===== config.mk =====
export PLATFORM = sky130hd
export DESIGN_NAME = ex_stage
export DESIGN_NICKNAME = d
export VERILOG_FILES = /design/src/source/ex_pkg.sv /design/src/source/ex_alu.sv /design/src/source/ex_branch_unit.sv /design/src/source/ex_csr_buffer.sv /design/src/source/ex_mult.sv /design/src/source/ex_flu_ctrl.sv /design/src/source/ex_stage.sv
export SDC_FILE = /design/constraint.sdc
export NUM_CORES = 2
export LEC_CHECK = 0
export ABC_AREA = 1
export BUFFER_PORTS_ARGS = -buffer_cell sky130_fd_sc_hd__buf_2
export CELL_PAD_IN_SITES_DETAIL_PLACEMENT = 1
export CELL_PAD_IN_SITES_GLOBAL_PLACEMENT = 1
export CORE_MARGIN = 4
export CORE_UTILIZATION = 30
export CTS_BUF_LIST = sky130_fd_sc_hd__clkbuf_4 sky130_fd_sc_hd__clkbuf_8
export DETAILED_ROUTE_END_ITERATION = 6
export HOLD_SLACK_MARGIN = 0.15
export PLACE_DENSITY = 0.59
export SKIP_CTS_REPAIR_TIMING = 1
export SLEW_MARGIN = 20
export SYNTH_ARGS = -nofsm -noshare
export SYNTH_HDL_FRONTEND = slang
export SYNTH_SLANG_ARGS = --single-unit

===== constraint.sdc =====
create_clock -name clk_i -period 10.98 [get_ports clk_i]
set_input_delay 1.098 -clock clk_i [delete_from_list [all_inputs] [get_ports clk_i]]
set_output_delay 1.098 -clock clk_i [all_outputs]
set_load 0.005 [all_outputs]

===== src/source/ex_pkg.sv =====
package ex_pkg;

    // Data, address and tag widths
    localparam int unsigned XLEN          = 32;
    localparam int unsigned TRANS_ID_BITS = 3;
    localparam int unsigned CSR_ADDR_BITS = 12;

    // Link increments for full-size and compressed instructions
    localparam logic [XLEN-1:0] PC_STEP_FULL       = XLEN'(4);
    localparam logic [XLEN-1:0] PC_STEP_COMPRESSED = XLEN'(2);

    // ------------------------------------------------------------------------
    // Operation encoding shared by all fixed latency units
    // ------------------------------------------------------------------------
    typedef enum logic [4:0] {
        // ALU
        ADD    = 5'd0,
        SUB    = 5'd1,
        AND    = 5'd2,
        OR     = 5'd3,
        XOR    = 5'd4,
        SLL    = 5'd5,
        SRL    = 5'd6,
        SRA    = 5'd7,
        SLT    = 5'd8,
        SLTU   = 5'd9,
        // Branch unit
        EQ     = 5'd10,
        NE     = 5'd11,
        LT     = 5'd12,
        GE     = 5'd13,
        LTU    = 5'd14,
        GEU    = 5'd15,
        JALR   = 5'd16,
        // CSR buffer
        CSR_OP = 5'd17,
        // Multiplier
        MUL    = 5'd18,
        MULH   = 5'd19,
        MULHU  = 5'd20
    } fu_op_t;

    // Operand B, either a plain data word or a CSR address field
    typedef union packed {
        logic [XLEN-1:0] word;
        struct packed {
            logic [XLEN-CSR_ADDR_BITS-1:0] unused;
            logic [CSR_ADDR_BITS-1:0]      csr_addr;
        } csr;
    } operand_b_u;

endpackage


===== src/source/ex_alu.sv =====
`timescale 1ns/1ps

module ex_alu import ex_pkg::*; (
    input  fu_op_t          alu_op_i,
    input  logic [XLEN-1:0] alu_a_i,
    input  logic [XLEN-1:0] alu_b_i,
    output logic [XLEN-1:0] alu_result_o,
    output logic            branch_cmp_o
);

    logic            negate;
    logic [XLEN:0]   adder_sum;
    logic            is_equal;
    logic            less_signed;
    logic            less_unsigned;
    logic [4:0]      shamt;

    // ------------------------------------------------------------------------
    // Shared adder subtracts for SUB and every comparison
    // ------------------------------------------------------------------------
    always_comb begin
        negate = 1'b1;
        if (alu_op_i == ADD) begin
            negate = 1'b0;
        end
    end

    assign adder_sum = {1'b0, alu_a_i} + {1'b0, alu_b_i ^ {XLEN{negate}}} + (XLEN + 1)'(negate);

    // Carry out of a - b is set when a >= b unsigned
    assign is_equal      = (adder_sum[XLEN-1:0] == '0);
    assign less_unsigned = ~adder_sum[XLEN];
    assign less_signed   = (alu_a_i[XLEN-1] == alu_b_i[XLEN-1]) ? adder_sum[XLEN-1]
                                                                 : alu_a_i[XLEN-1];

    assign shamt = alu_b_i[4:0];

    always_comb begin
        alu_result_o = adder_sum[XLEN-1:0];
        unique case (alu_op_i)
            AND:     alu_result_o = alu_a_i & alu_b_i;
            OR:      alu_result_o = alu_a_i | alu_b_i;
            XOR:     alu_result_o = alu_a_i ^ alu_b_i;
            SLL:     alu_result_o = alu_a_i << shamt;
            SRL:     alu_result_o = alu_a_i >> shamt;
            SRA:     alu_result_o = $unsigned($signed(alu_a_i) >>> shamt);
            SLT:     alu_result_o = {{(XLEN-1){1'b0}}, less_signed};
            SLTU:    alu_result_o = {{(XLEN-1){1'b0}}, less_unsigned};
            default: alu_result_o = adder_sum[XLEN-1:0];
        endcase
    end

    // Branch condition for the branch unit
    always_comb begin
        branch_cmp_o = 1'b0;
        unique case (alu_op_i)
            EQ:      branch_cmp_o = is_equal;
            NE:      branch_cmp_o = ~is_equal;
            LT:      branch_cmp_o = less_signed;
            GE:      branch_cmp_o = ~less_signed;
            LTU:     branch_cmp_o = less_unsigned;
            GEU:     branch_cmp_o = ~less_unsigned;
            default: branch_cmp_o = 1'b0;
        endcase
    end

endmodule


===== src/source/ex_branch_unit.sv =====
`timescale 1ns/1ps

module ex_branch_unit import ex_pkg::*; (
    input  logic            branch_valid_i,
    input  fu_op_t          fu_op_i,
    input  logic [XLEN-1:0] operand_a_i,
    input  logic [XLEN-1:0] imm_i,
    input  logic [XLEN-1:0] pc_i,
    input  logic            is_compressed_i,
    input  logic            branch_cmp_i,
    input  logic            predict_taken_i,
    input  logic [XLEN-1:0] predict_addr_i,
    output logic [XLEN-1:0] link_o,
    output logic            resolve_branch_o,
    output logic            resolved_taken_o,
    output logic [XLEN-1:0] resolved_target_o,
    output logic            mispredict_o
);

    logic            is_jalr;
    logic            taken;
    logic [XLEN-1:0] target_base;
    logic [XLEN-1:0] target_sum;
    logic [XLEN-1:0] target;
    logic            dir_wrong;
    logic            addr_wrong;

    assign is_jalr = (fu_op_i == JALR);

    // ------------------------------------------------------------------------
    // Target and link address
    // ------------------------------------------------------------------------
    // JALR jumps relative to rs1, conditional branches relative to the pc
    assign target_base = is_jalr ? operand_a_i : pc_i;
    assign target_sum  = target_base + imm_i;
    assign target      = is_jalr ? {target_sum[XLEN-1:1], 1'b0} : target_sum;

    assign link_o = pc_i + (is_compressed_i ? PC_STEP_COMPRESSED : PC_STEP_FULL);

    // ------------------------------------------------------------------------
    // Resolution
    // ------------------------------------------------------------------------
    assign taken = is_jalr | branch_cmp_i;

    assign resolve_branch_o  = branch_valid_i;
    assign resolved_taken_o  = branch_valid_i & taken;
    // Fall-through address when not taken
    assign resolved_target_o = taken ? target : link_o;

    // Direction or, when taken, address disagrees with the frontend
    assign dir_wrong  = (taken != predict_taken_i);
    assign addr_wrong = taken & (target != predict_addr_i);

    assign mispredict_o = branch_valid_i & (dir_wrong | addr_wrong);

endmodule


===== src/source/ex_csr_buffer.sv =====
`timescale 1ns/1ps

module ex_csr_buffer import ex_pkg::*; (
    input  logic                     clk_i,
    input  logic                     rst_ni,
    input  logic                     flush_i,
    input  logic                     csr_valid_i,
    input  logic [XLEN-1:0]          operand_a_i,
    input  operand_b_u               operand_b_i,
    input  logic                     csr_commit_i,
    output logic                     csr_ready_o,
    output logic [XLEN-1:0]          csr_result_o,
    output logic [CSR_ADDR_BITS-1:0] csr_addr_o
);

    logic                     full_q;
    logic [CSR_ADDR_BITS-1:0] addr_q;
    logic                     accept;

    // Commit frees the entry in the same cycle
    assign csr_ready_o = ~full_q | csr_commit_i;
    assign accept      = csr_valid_i & csr_ready_o;

    // Value goes to the scoreboard, the CSR file is written at commit
    assign csr_result_o = operand_a_i;
    assign csr_addr_o   = addr_q;

    // ------------------------------------------------------------------------
    // Occupancy flag
    // ------------------------------------------------------------------------
    always_ff @(posedge clk_i or negedge rst_ni) begin
        if (!rst_ni) begin
            full_q <= 1'b0;
        end else if (flush_i) begin
            full_q <= 1'b0;
        end else if (accept) begin
            full_q <= 1'b1;
        end else if (csr_commit_i) begin
            full_q <= 1'b0;
        end
    end

    // Address taken from the CSR view of operand B
    always_ff @(posedge clk_i) begin
        if (accept) begin
            addr_q <= operand_b_i.csr.csr_addr;
        end
    end

endmodule


===== src/source/ex_mult.sv =====
`timescale 1ns/1ps

module ex_mult import ex_pkg::*; (
    input  logic                     clk_i,
    input  logic                     rst_ni,
    input  logic                     flush_i,
    input  logic                     mult_valid_i,
    input  fu_op_t                   mult_op_i,
    input  logic [XLEN-1:0]          mult_a_i,
    input  logic [XLEN-1:0]          mult_b_i,
    input  logic [TRANS_ID_BITS-1:0] trans_id_i,
    output logic                     mult_valid_o,
    output logic [XLEN-1:0]          mult_result_o,
    output logic [TRANS_ID_BITS-1:0] mult_trans_id_o
);

    logic                     is_signed;
    logic signed [XLEN:0]     a_ext;
    logic signed [XLEN:0]     b_ext;
    logic signed [2*XLEN+1:0] product;
    logic [XLEN-1:0]          result_d;

    logic                     valid_q;
    logic [XLEN-1:0]          result_q;
    logic [TRANS_ID_BITS-1:0] trans_id_q;

    // ------------------------------------------------------------------------
    // 33x33 signed product covers both signed and unsigned forms
    // ------------------------------------------------------------------------
    assign is_signed = (mult_op_i == MULH);
    assign a_ext     = {is_signed & mult_a_i[XLEN-1], mult_a_i};
    assign b_ext     = {is_signed & mult_b_i[XLEN-1], mult_b_i};
    assign product   = a_ext * b_ext;

    // MUL keeps the low word, MULH and MULHU the high word
    assign result_d = (mult_op_i == MUL) ? product[XLEN-1:0] : product[2*XLEN-1:XLEN];

    always_ff @(posedge clk_i or negedge rst_ni) begin
        if (!rst_ni) begin
            valid_q <= 1'b0;
        end else if (flush_i) begin
            valid_q <= 1'b0;
        end else begin
            valid_q <= mult_valid_i;
        end
    end

    always_ff @(posedge clk_i) begin
        result_q   <= result_d;
        trans_id_q <= trans_id_i;
    end

    assign mult_valid_o    = valid_q;
    assign mult_result_o   = result_q;
    assign mult_trans_id_o = trans_id_q;

endmodule


===== src/source/ex_flu_ctrl.sv =====
`timescale 1ns/1ps

module ex_flu_ctrl import ex_pkg::*; (
    input  logic                     alu_valid_i,
    input  logic                     branch_valid_i,
    input  logic                     csr_valid_i,
    input  logic                     mult_valid_i,
    input  fu_op_t                   fu_op_i,
    input  logic [XLEN-1:0]          operand_a_i,
    input  operand_b_u               operand_b_i,
    input  logic [TRANS_ID_BITS-1:0] trans_id_i,
    input  logic [XLEN-1:0]          alu_result_i,
    input  logic [XLEN-1:0]          link_i,
    input  logic [XLEN-1:0]          csr_result_i,
    input  logic                     csr_ready_i,
    input  logic [XLEN-1:0]          mult_result_i,
    input  logic                     mult_valid_i_r,
    input  logic [TRANS_ID_BITS-1:0] mult_trans_id_i,
    output fu_op_t                   alu_op_o,
    output logic [XLEN-1:0]          alu_a_o,
    output logic [XLEN-1:0]          alu_b_o,
    output fu_op_t                   mult_op_o,
    output logic [XLEN-1:0]          mult_a_o,
    output logic [XLEN-1:0]          mult_b_o,
    output logic                     flu_ready_o,
    output logic                     flu_valid_o,
    output logic [XLEN-1:0]          flu_result_o,
    output logic [TRANS_ID_BITS-1:0] flu_trans_id_o
);

    logic alu_issue;
    logic mult_issue;
    logic single_issue;

    // Only the CSR buffer can stall the shared issue port
    assign flu_ready_o = csr_ready_i;

    assign alu_issue    = (alu_valid_i | branch_valid_i) & csr_ready_i;
    assign mult_issue   = mult_valid_i & csr_ready_i;
    assign single_issue = (alu_valid_i | branch_valid_i | csr_valid_i) & csr_ready_i;

    // ------------------------------------------------------------------------
    // Operand silencing
    // ------------------------------------------------------------------------
    assign alu_op_o = alu_issue ? fu_op_i : ADD;
    assign alu_a_o  = alu_issue ? operand_a_i : '0;
    assign alu_b_o  = alu_issue ? operand_b_i.word : '0;

    assign mult_op_o = mult_issue ? fu_op_i : MUL;
    assign mult_a_o  = mult_issue ? operand_a_i : '0;
    assign mult_b_o  = mult_issue ? operand_b_i.word : '0;

    // ------------------------------------------------------------------------
    // Write-back port
    // ------------------------------------------------------------------------
    // Issue logic keeps zero-latency ops out of the multiplier return slot
    assign flu_valid_o = single_issue | mult_valid_i_r;

    always_comb begin
        // Link address unless another source claims the port
        flu_result_o   = link_i;
        flu_trans_id_o = trans_id_i;
        if (alu_valid_i) begin
            flu_result_o = alu_result_i;
        end else if (csr_valid_i) begin
            flu_result_o = csr_result_i;
        end else if (mult_valid_i_r) begin
            flu_result_o   = mult_result_i;
            flu_trans_id_o = mult_trans_id_i;
        end
    end

endmodule


===== src/source/ex_stage.sv =====
`timescale 1ns/1ps

module ex_stage import ex_pkg::*; (
    input  logic                     clk_i,
    input  logic                     rst_ni,
    input  logic                     flush_i,
    // Issue port
    input  fu_op_t                   fu_op_i,
    input  logic [XLEN-1:0]          operand_a_i,
    input  operand_b_u               operand_b_i,
    input  logic [XLEN-1:0]          imm_i,
    input  logic [TRANS_ID_BITS-1:0] trans_id_i,
    input  logic [XLEN-1:0]          pc_i,
    input  logic                     is_compressed_i,
    input  logic                     alu_valid_i,
    input  logic                     branch_valid_i,
    input  logic                     csr_valid_i,
    input  logic                     mult_valid_i,
    output logic                     flu_ready_o,
    // Write-back port
    output logic                     flu_valid_o,
    output logic [XLEN-1:0]          flu_result_o,
    output logic [TRANS_ID_BITS-1:0] flu_trans_id_o,
    // Branch resolution
    input  logic                     predict_taken_i,
    input  logic [XLEN-1:0]          predict_addr_i,
    output logic                     resolve_branch_o,
    output logic                     resolved_taken_o,
    output logic [XLEN-1:0]          resolved_target_o,
    output logic                     mispredict_o,
    // CSR
    input  logic                     csr_commit_i,
    output logic [CSR_ADDR_BITS-1:0] csr_addr_o
);

    fu_op_t                   alu_op;
    fu_op_t                   mult_op;
    logic [XLEN-1:0]          alu_a;
    logic [XLEN-1:0]          alu_b;
    logic [XLEN-1:0]          mult_a;
    logic [XLEN-1:0]          mult_b;
    logic [XLEN-1:0]          alu_result;
    logic [XLEN-1:0]          link;
    logic [XLEN-1:0]          csr_result;
    logic [XLEN-1:0]          mult_result;
    logic [TRANS_ID_BITS-1:0] mult_trans_id;
    logic                     branch_cmp;
    logic                     csr_ready;
    logic                     mult_valid;
    logic                     branch_issue;
    logic                     mult_issue;

    // Units only start on an accepted issue
    assign branch_issue = branch_valid_i & flu_ready_o;
    assign mult_issue   = mult_valid_i & flu_ready_o;

    // ------------------------------------------------------------------------
    // Shared issue and write-back control
    // ------------------------------------------------------------------------
    ex_flu_ctrl flu_ctrl_i (
        .alu_valid_i, .branch_valid_i, .csr_valid_i, .mult_valid_i,
        .fu_op_i, .operand_a_i, .operand_b_i, .trans_id_i,
        .alu_result_i    ( alu_result    ),
        .link_i          ( link          ),
        .csr_result_i    ( csr_result    ),
        .csr_ready_i     ( csr_ready     ),
        .mult_result_i   ( mult_result   ),
        .mult_valid_i_r  ( mult_valid    ),
        .mult_trans_id_i ( mult_trans_id ),
        .alu_op_o ( alu_op ), .alu_a_o ( alu_a ), .alu_b_o ( alu_b ),
        .mult_op_o ( mult_op ), .mult_a_o ( mult_a ), .mult_b_o ( mult_b ),
        .flu_ready_o, .flu_valid_o, .flu_result_o, .flu_trans_id_o
    );

    ex_alu alu_i (
        .alu_op_i ( alu_op ), .alu_a_i ( alu_a ), .alu_b_i ( alu_b ),
        .alu_result_o ( alu_result ),
        .branch_cmp_o ( branch_cmp )
    );

    // Branch unit sees the unsilenced operands, comparison comes from the ALU
    ex_branch_unit branch_unit_i (
        .branch_valid_i ( branch_issue ),
        .fu_op_i, .operand_a_i, .imm_i, .pc_i, .is_compressed_i,
        .branch_cmp_i   ( branch_cmp   ),
        .predict_taken_i, .predict_addr_i,
        .link_o         ( link         ),
        .resolve_branch_o, .resolved_taken_o, .resolved_target_o, .mispredict_o
    );

    ex_csr_buffer csr_buffer_i (
        .clk_i, .rst_ni, .flush_i, .csr_valid_i, .operand_a_i, .operand_b_i,
        .csr_commit_i,
        .csr_ready_o  ( csr_ready  ),
        .csr_result_o ( csr_result ),
        .csr_addr_o
    );

    ex_mult mult_i (
        .clk_i, .rst_ni, .flush_i,
        .mult_valid_i    ( mult_issue    ),
        .mult_op_i ( mult_op ), .mult_a_i ( mult_a ), .mult_b_i ( mult_b ),
        .trans_id_i,
        .mult_valid_o    ( mult_valid    ),
        .mult_result_o   ( mult_result   ),
        .mult_trans_id_o ( mult_trans_id )
    );

endmodule


==> flow_summary.yaml <==
outcome:
  status: "complete, no violations"
clock_network:
  clkTransAtPathRegs_ns: 0.13
  root_buffer: "clkbuf_8"
  clk_path_buf_depth: 2
  cts_made_buffers: 5
  insertion_delay_ns: 0.42
  cts_tree: "yes"
  cts.sink_count: 49
  cts_htree_levels: 2
logic_synthesis:
  ys_ff_latch: 49
  ys_types: 69
  syn_inst: 6912
  seq_area_frac_synth_pct: 2.16
  synth-main-ff-cell: "dfxtp_1"
  yosysWarnings: 0
  synth_edf_count: 12
  synth_area_um2: 51500
  avgSynthCellArea_um2: 7.44
  synth_nets: 8559
  synthArstFlopShare_pct: 4.08
die:
  row_count: 151
  die_y_um: 422
  die_w_um: 422
  dieArea_um2: 178000
  io_pins: 262
  fp.coreArea_um2: 170000
  start_util_pct: 30.3
worst_setup_path:
  cp.required_ns: 11.27
  cp.arrival_ns: 10.24
  end_kind: "register"
  startpoint_type: "input pin"
  critPathMaxStageDelay_ns: 0.74
  cp_slowest_cell: "nor2_2"
  crit_type: "in -> reg"
  cpMostUsedCell: "fa_1"
  path_max_fanout: 30
timing:
  slew_violations: 0
  fin_skew_ns: 0.0245
  setup_tns_ns: 0
  rsz0062_at_grt: "no"
  slew-limit-headroom_pct: 9.71
  min_period_over_period_pct: 90.6
  tightest_slew_ns: 1.34
  clock.fmax_mhz: 101
  hold_viol: 0
  min_period_ns: 9.95
  finalSetupViolCount: 0
grt:
  grt_pass1_vias: 52700
  grt_antenna_before_repair: 33
  grt_max_degree: 74
  grtUsageMet1_pct: 43.1
  busiest_layer: "met2"
  grt_first_pass_wirelength_um: 403000
  gr-usage-met3_pct: 4.64
  grt.overflow.total: 0
  grt_use_total_pct: 31.9
  use_met2_pct: 51.2
detailed_routing:
  routed_wirelength_um: 288000
  wire_per_inst_um: 30.7
  ant_nets: 0
  vias: 49900
  dr.pass1.iters: 6
  drc_errors: 0
  drt-initial-drc-count: 4434
  routed_via_density: 5.30
cells_and_area:
  postLayoutCellArea_um2: 56800
  drive_gt1_share_pct: 8.72
  post-route-util_pct: 33.4
  final_nets: 8815
  area_delta_synth_final_pct: 10.3
  fill_cells: 21100
pwr:
  p_per_area_nw_per_um2: 378
  max-vdd-ir-drop_mv: 1.01
  leakage_uw: 0.0276
min_path:
  hold_path_class: "in -> async"
placement:
  dpl-instance-area_um2: 56600
  hpwl_um: 243000
  gp_congestion: 1.00
  numPortBuffers: 261
flow_run:
  maxCapViolations: 0
path summary, 6_finish.rpt:
check                               startpoint                       to  slack (ns)  cells past startpoint
max                               csr_commit_i  mult_i.mult_result_o[7]        1.03                     33
min                                     rst_ni      csr_buffer_i.full_q        0.46                      1
max reg2reg                csr_buffer_i.full_q  mult_i.mult_result_o[7]        1.44                     31
min reg2reg                csr_buffer_i.full_q      csr_buffer_i.full_q        0.65                      2
max in group asynchronous               rst_ni      mult_i.mult_valid_o       10.43                      1
min in group clk_i         csr_buffer_i.full_q      csr_buffer_i.full_q        0.65                      2
area by class of cell:
cell class                 count  area, um^2  area share (%)
multi-input combinational   5007       43400            76.5
inverter                    1574        5910            10.4
timing repair buffer         531        3410            6.00
tap                         2218        2780            4.89
sequential                    49        1110            1.96
clock buffer                   5        68.8           0.121
antenna                       16        40.0          0.0705
clock inverter                 3        20.0          0.0353
state kept, by name, summed over array words and instances (netlist names):
| signal | count |
|---|---|
| mult_i.mult_result_o | 32 |
| csr_buffer_i.csr_addr_o | 12 |
| mult_i.mult_trans_id_o | 3 |
| csr_buffer_i.full_q | 1 |
| mult_i.mult_valid_o | 1 |
synthesized netlist by cell type (23+ instances only):
| library cell | n | area [um^2] |
|---|---|---|
| a221oi_1 | 33 | 289 |
| o211ai_1 | 23 | 173 |
| clkbuf_1 | 229 | 860 |
| inv_1 | 1538 | 5770 |
| nand3_1 | 135 | 676 |
| dfxtp_1 | 35 | 701 |
| clkinv_1 | 23 | 86.3 |
| xnor2_1 | 63 | 552 |
| ha_1 | 341 | 4270 |
| mux2i_1 | 27 | 270 |
| a31oi_1 | 23 | 144 |
| fa_1 | 1128 | 22600 |
| a21oi_1 | 222 | 1110 |
| o21ai_0 | 345 | 1730 |
| nand2_1 | 1490 | 5590 |
| xor2_1 | 101 | 885 |
| nor2_1 | 763 | 2860 |
| nor3_1 | 56 | 280 |
| o21ai_1 | 26 | 130 |
| buf_1 | 32 | 120 |
per-stage QoR:
stage	total power, uW	hold slack (ns)	worst slack (ns)	cells
2_1_floorplan	10400	0.590	2.36	6912
3_3_place_gp	20500	0.632	0.567	9379
3_5_place_dp	20600	0.636	0.778	9379
4_1_cts	20800	0.437	1.19	9387
5_1_grt	22600	0.445	0.810	9392
6_report	21400	0.459	1.03	9403
power by group:
group / internal (uW) / total (uW) / switching [uW] / leakage [uW]
Clock: 45.6 / 151 / 105 / 0.0000423
Sequential: 314 / 390 / 76.3 / 0.000437
Combinational: 7170 / 20900 / 13700 / 0.0271
Total: 7530 / 21400 / 13900 / 0.0276
cells by family after synthesis:
logic type / count (synthesis) / share of synthesized area, %
AO/OA/AOI/OAI: 816 / 9.15
XOR/XNOR: 166 / 2.88
adder cells (fa/ha/maj): 1469 / 52.2
buffers and inverters: 1856 / 13.7
flip-flops: 49 / 2.16
multiplexers: 30 / 0.591
AND/OR/NAND/NOR: 2526 / 19.4
placed cells by master, fill, tap and decap left out, types with 10 or more instances in the layout:
cell type	instances
a31oi_1	23
nor4_1	17
buf_2	261
diode_2	16
o22ai_1	17
nand2_2	10
nor2_1	735
o211ai_1	23
o21a_1	15
o21bai_1	21
nand4_1	16
o2111ai_1	14
o21ai_1	26
o21ai_0	344
dfxtp_1	35
a21o_1	10
inv_2	12
nand2_1	1489
nor2_2	29
a22oi_1	10
or2_2	13
buf_4	264
nor3_1	56
nand3_1	134
mux2i_1	27
a221oi_1	33
inv_1	1537
edfxtp_1	12
xnor2_1	63
xor2_1	101
clkinv_1	25
ha_1	341
a21oi_1	222
fa_1	1128
critical path: cells and delay by family:
kind / cells / cell delay (ns)
adders and majority gates: 9 / 4.30
buffers and inverters: 11 / 1.62
and+or+nand+nor: 5 / 1.37
AOI/OAI and AO/OA: 7 / 1.32
xor gates and xnor gates: 1 / 0.49
routing by layer:
layer,part of all wire [%],vias up
met3,6.5,406
li1,-,21200
met4,5.1,12
met1,43,26400
met2,46,1815
met5,0.029,-
(Power assumes the default switching activity.)
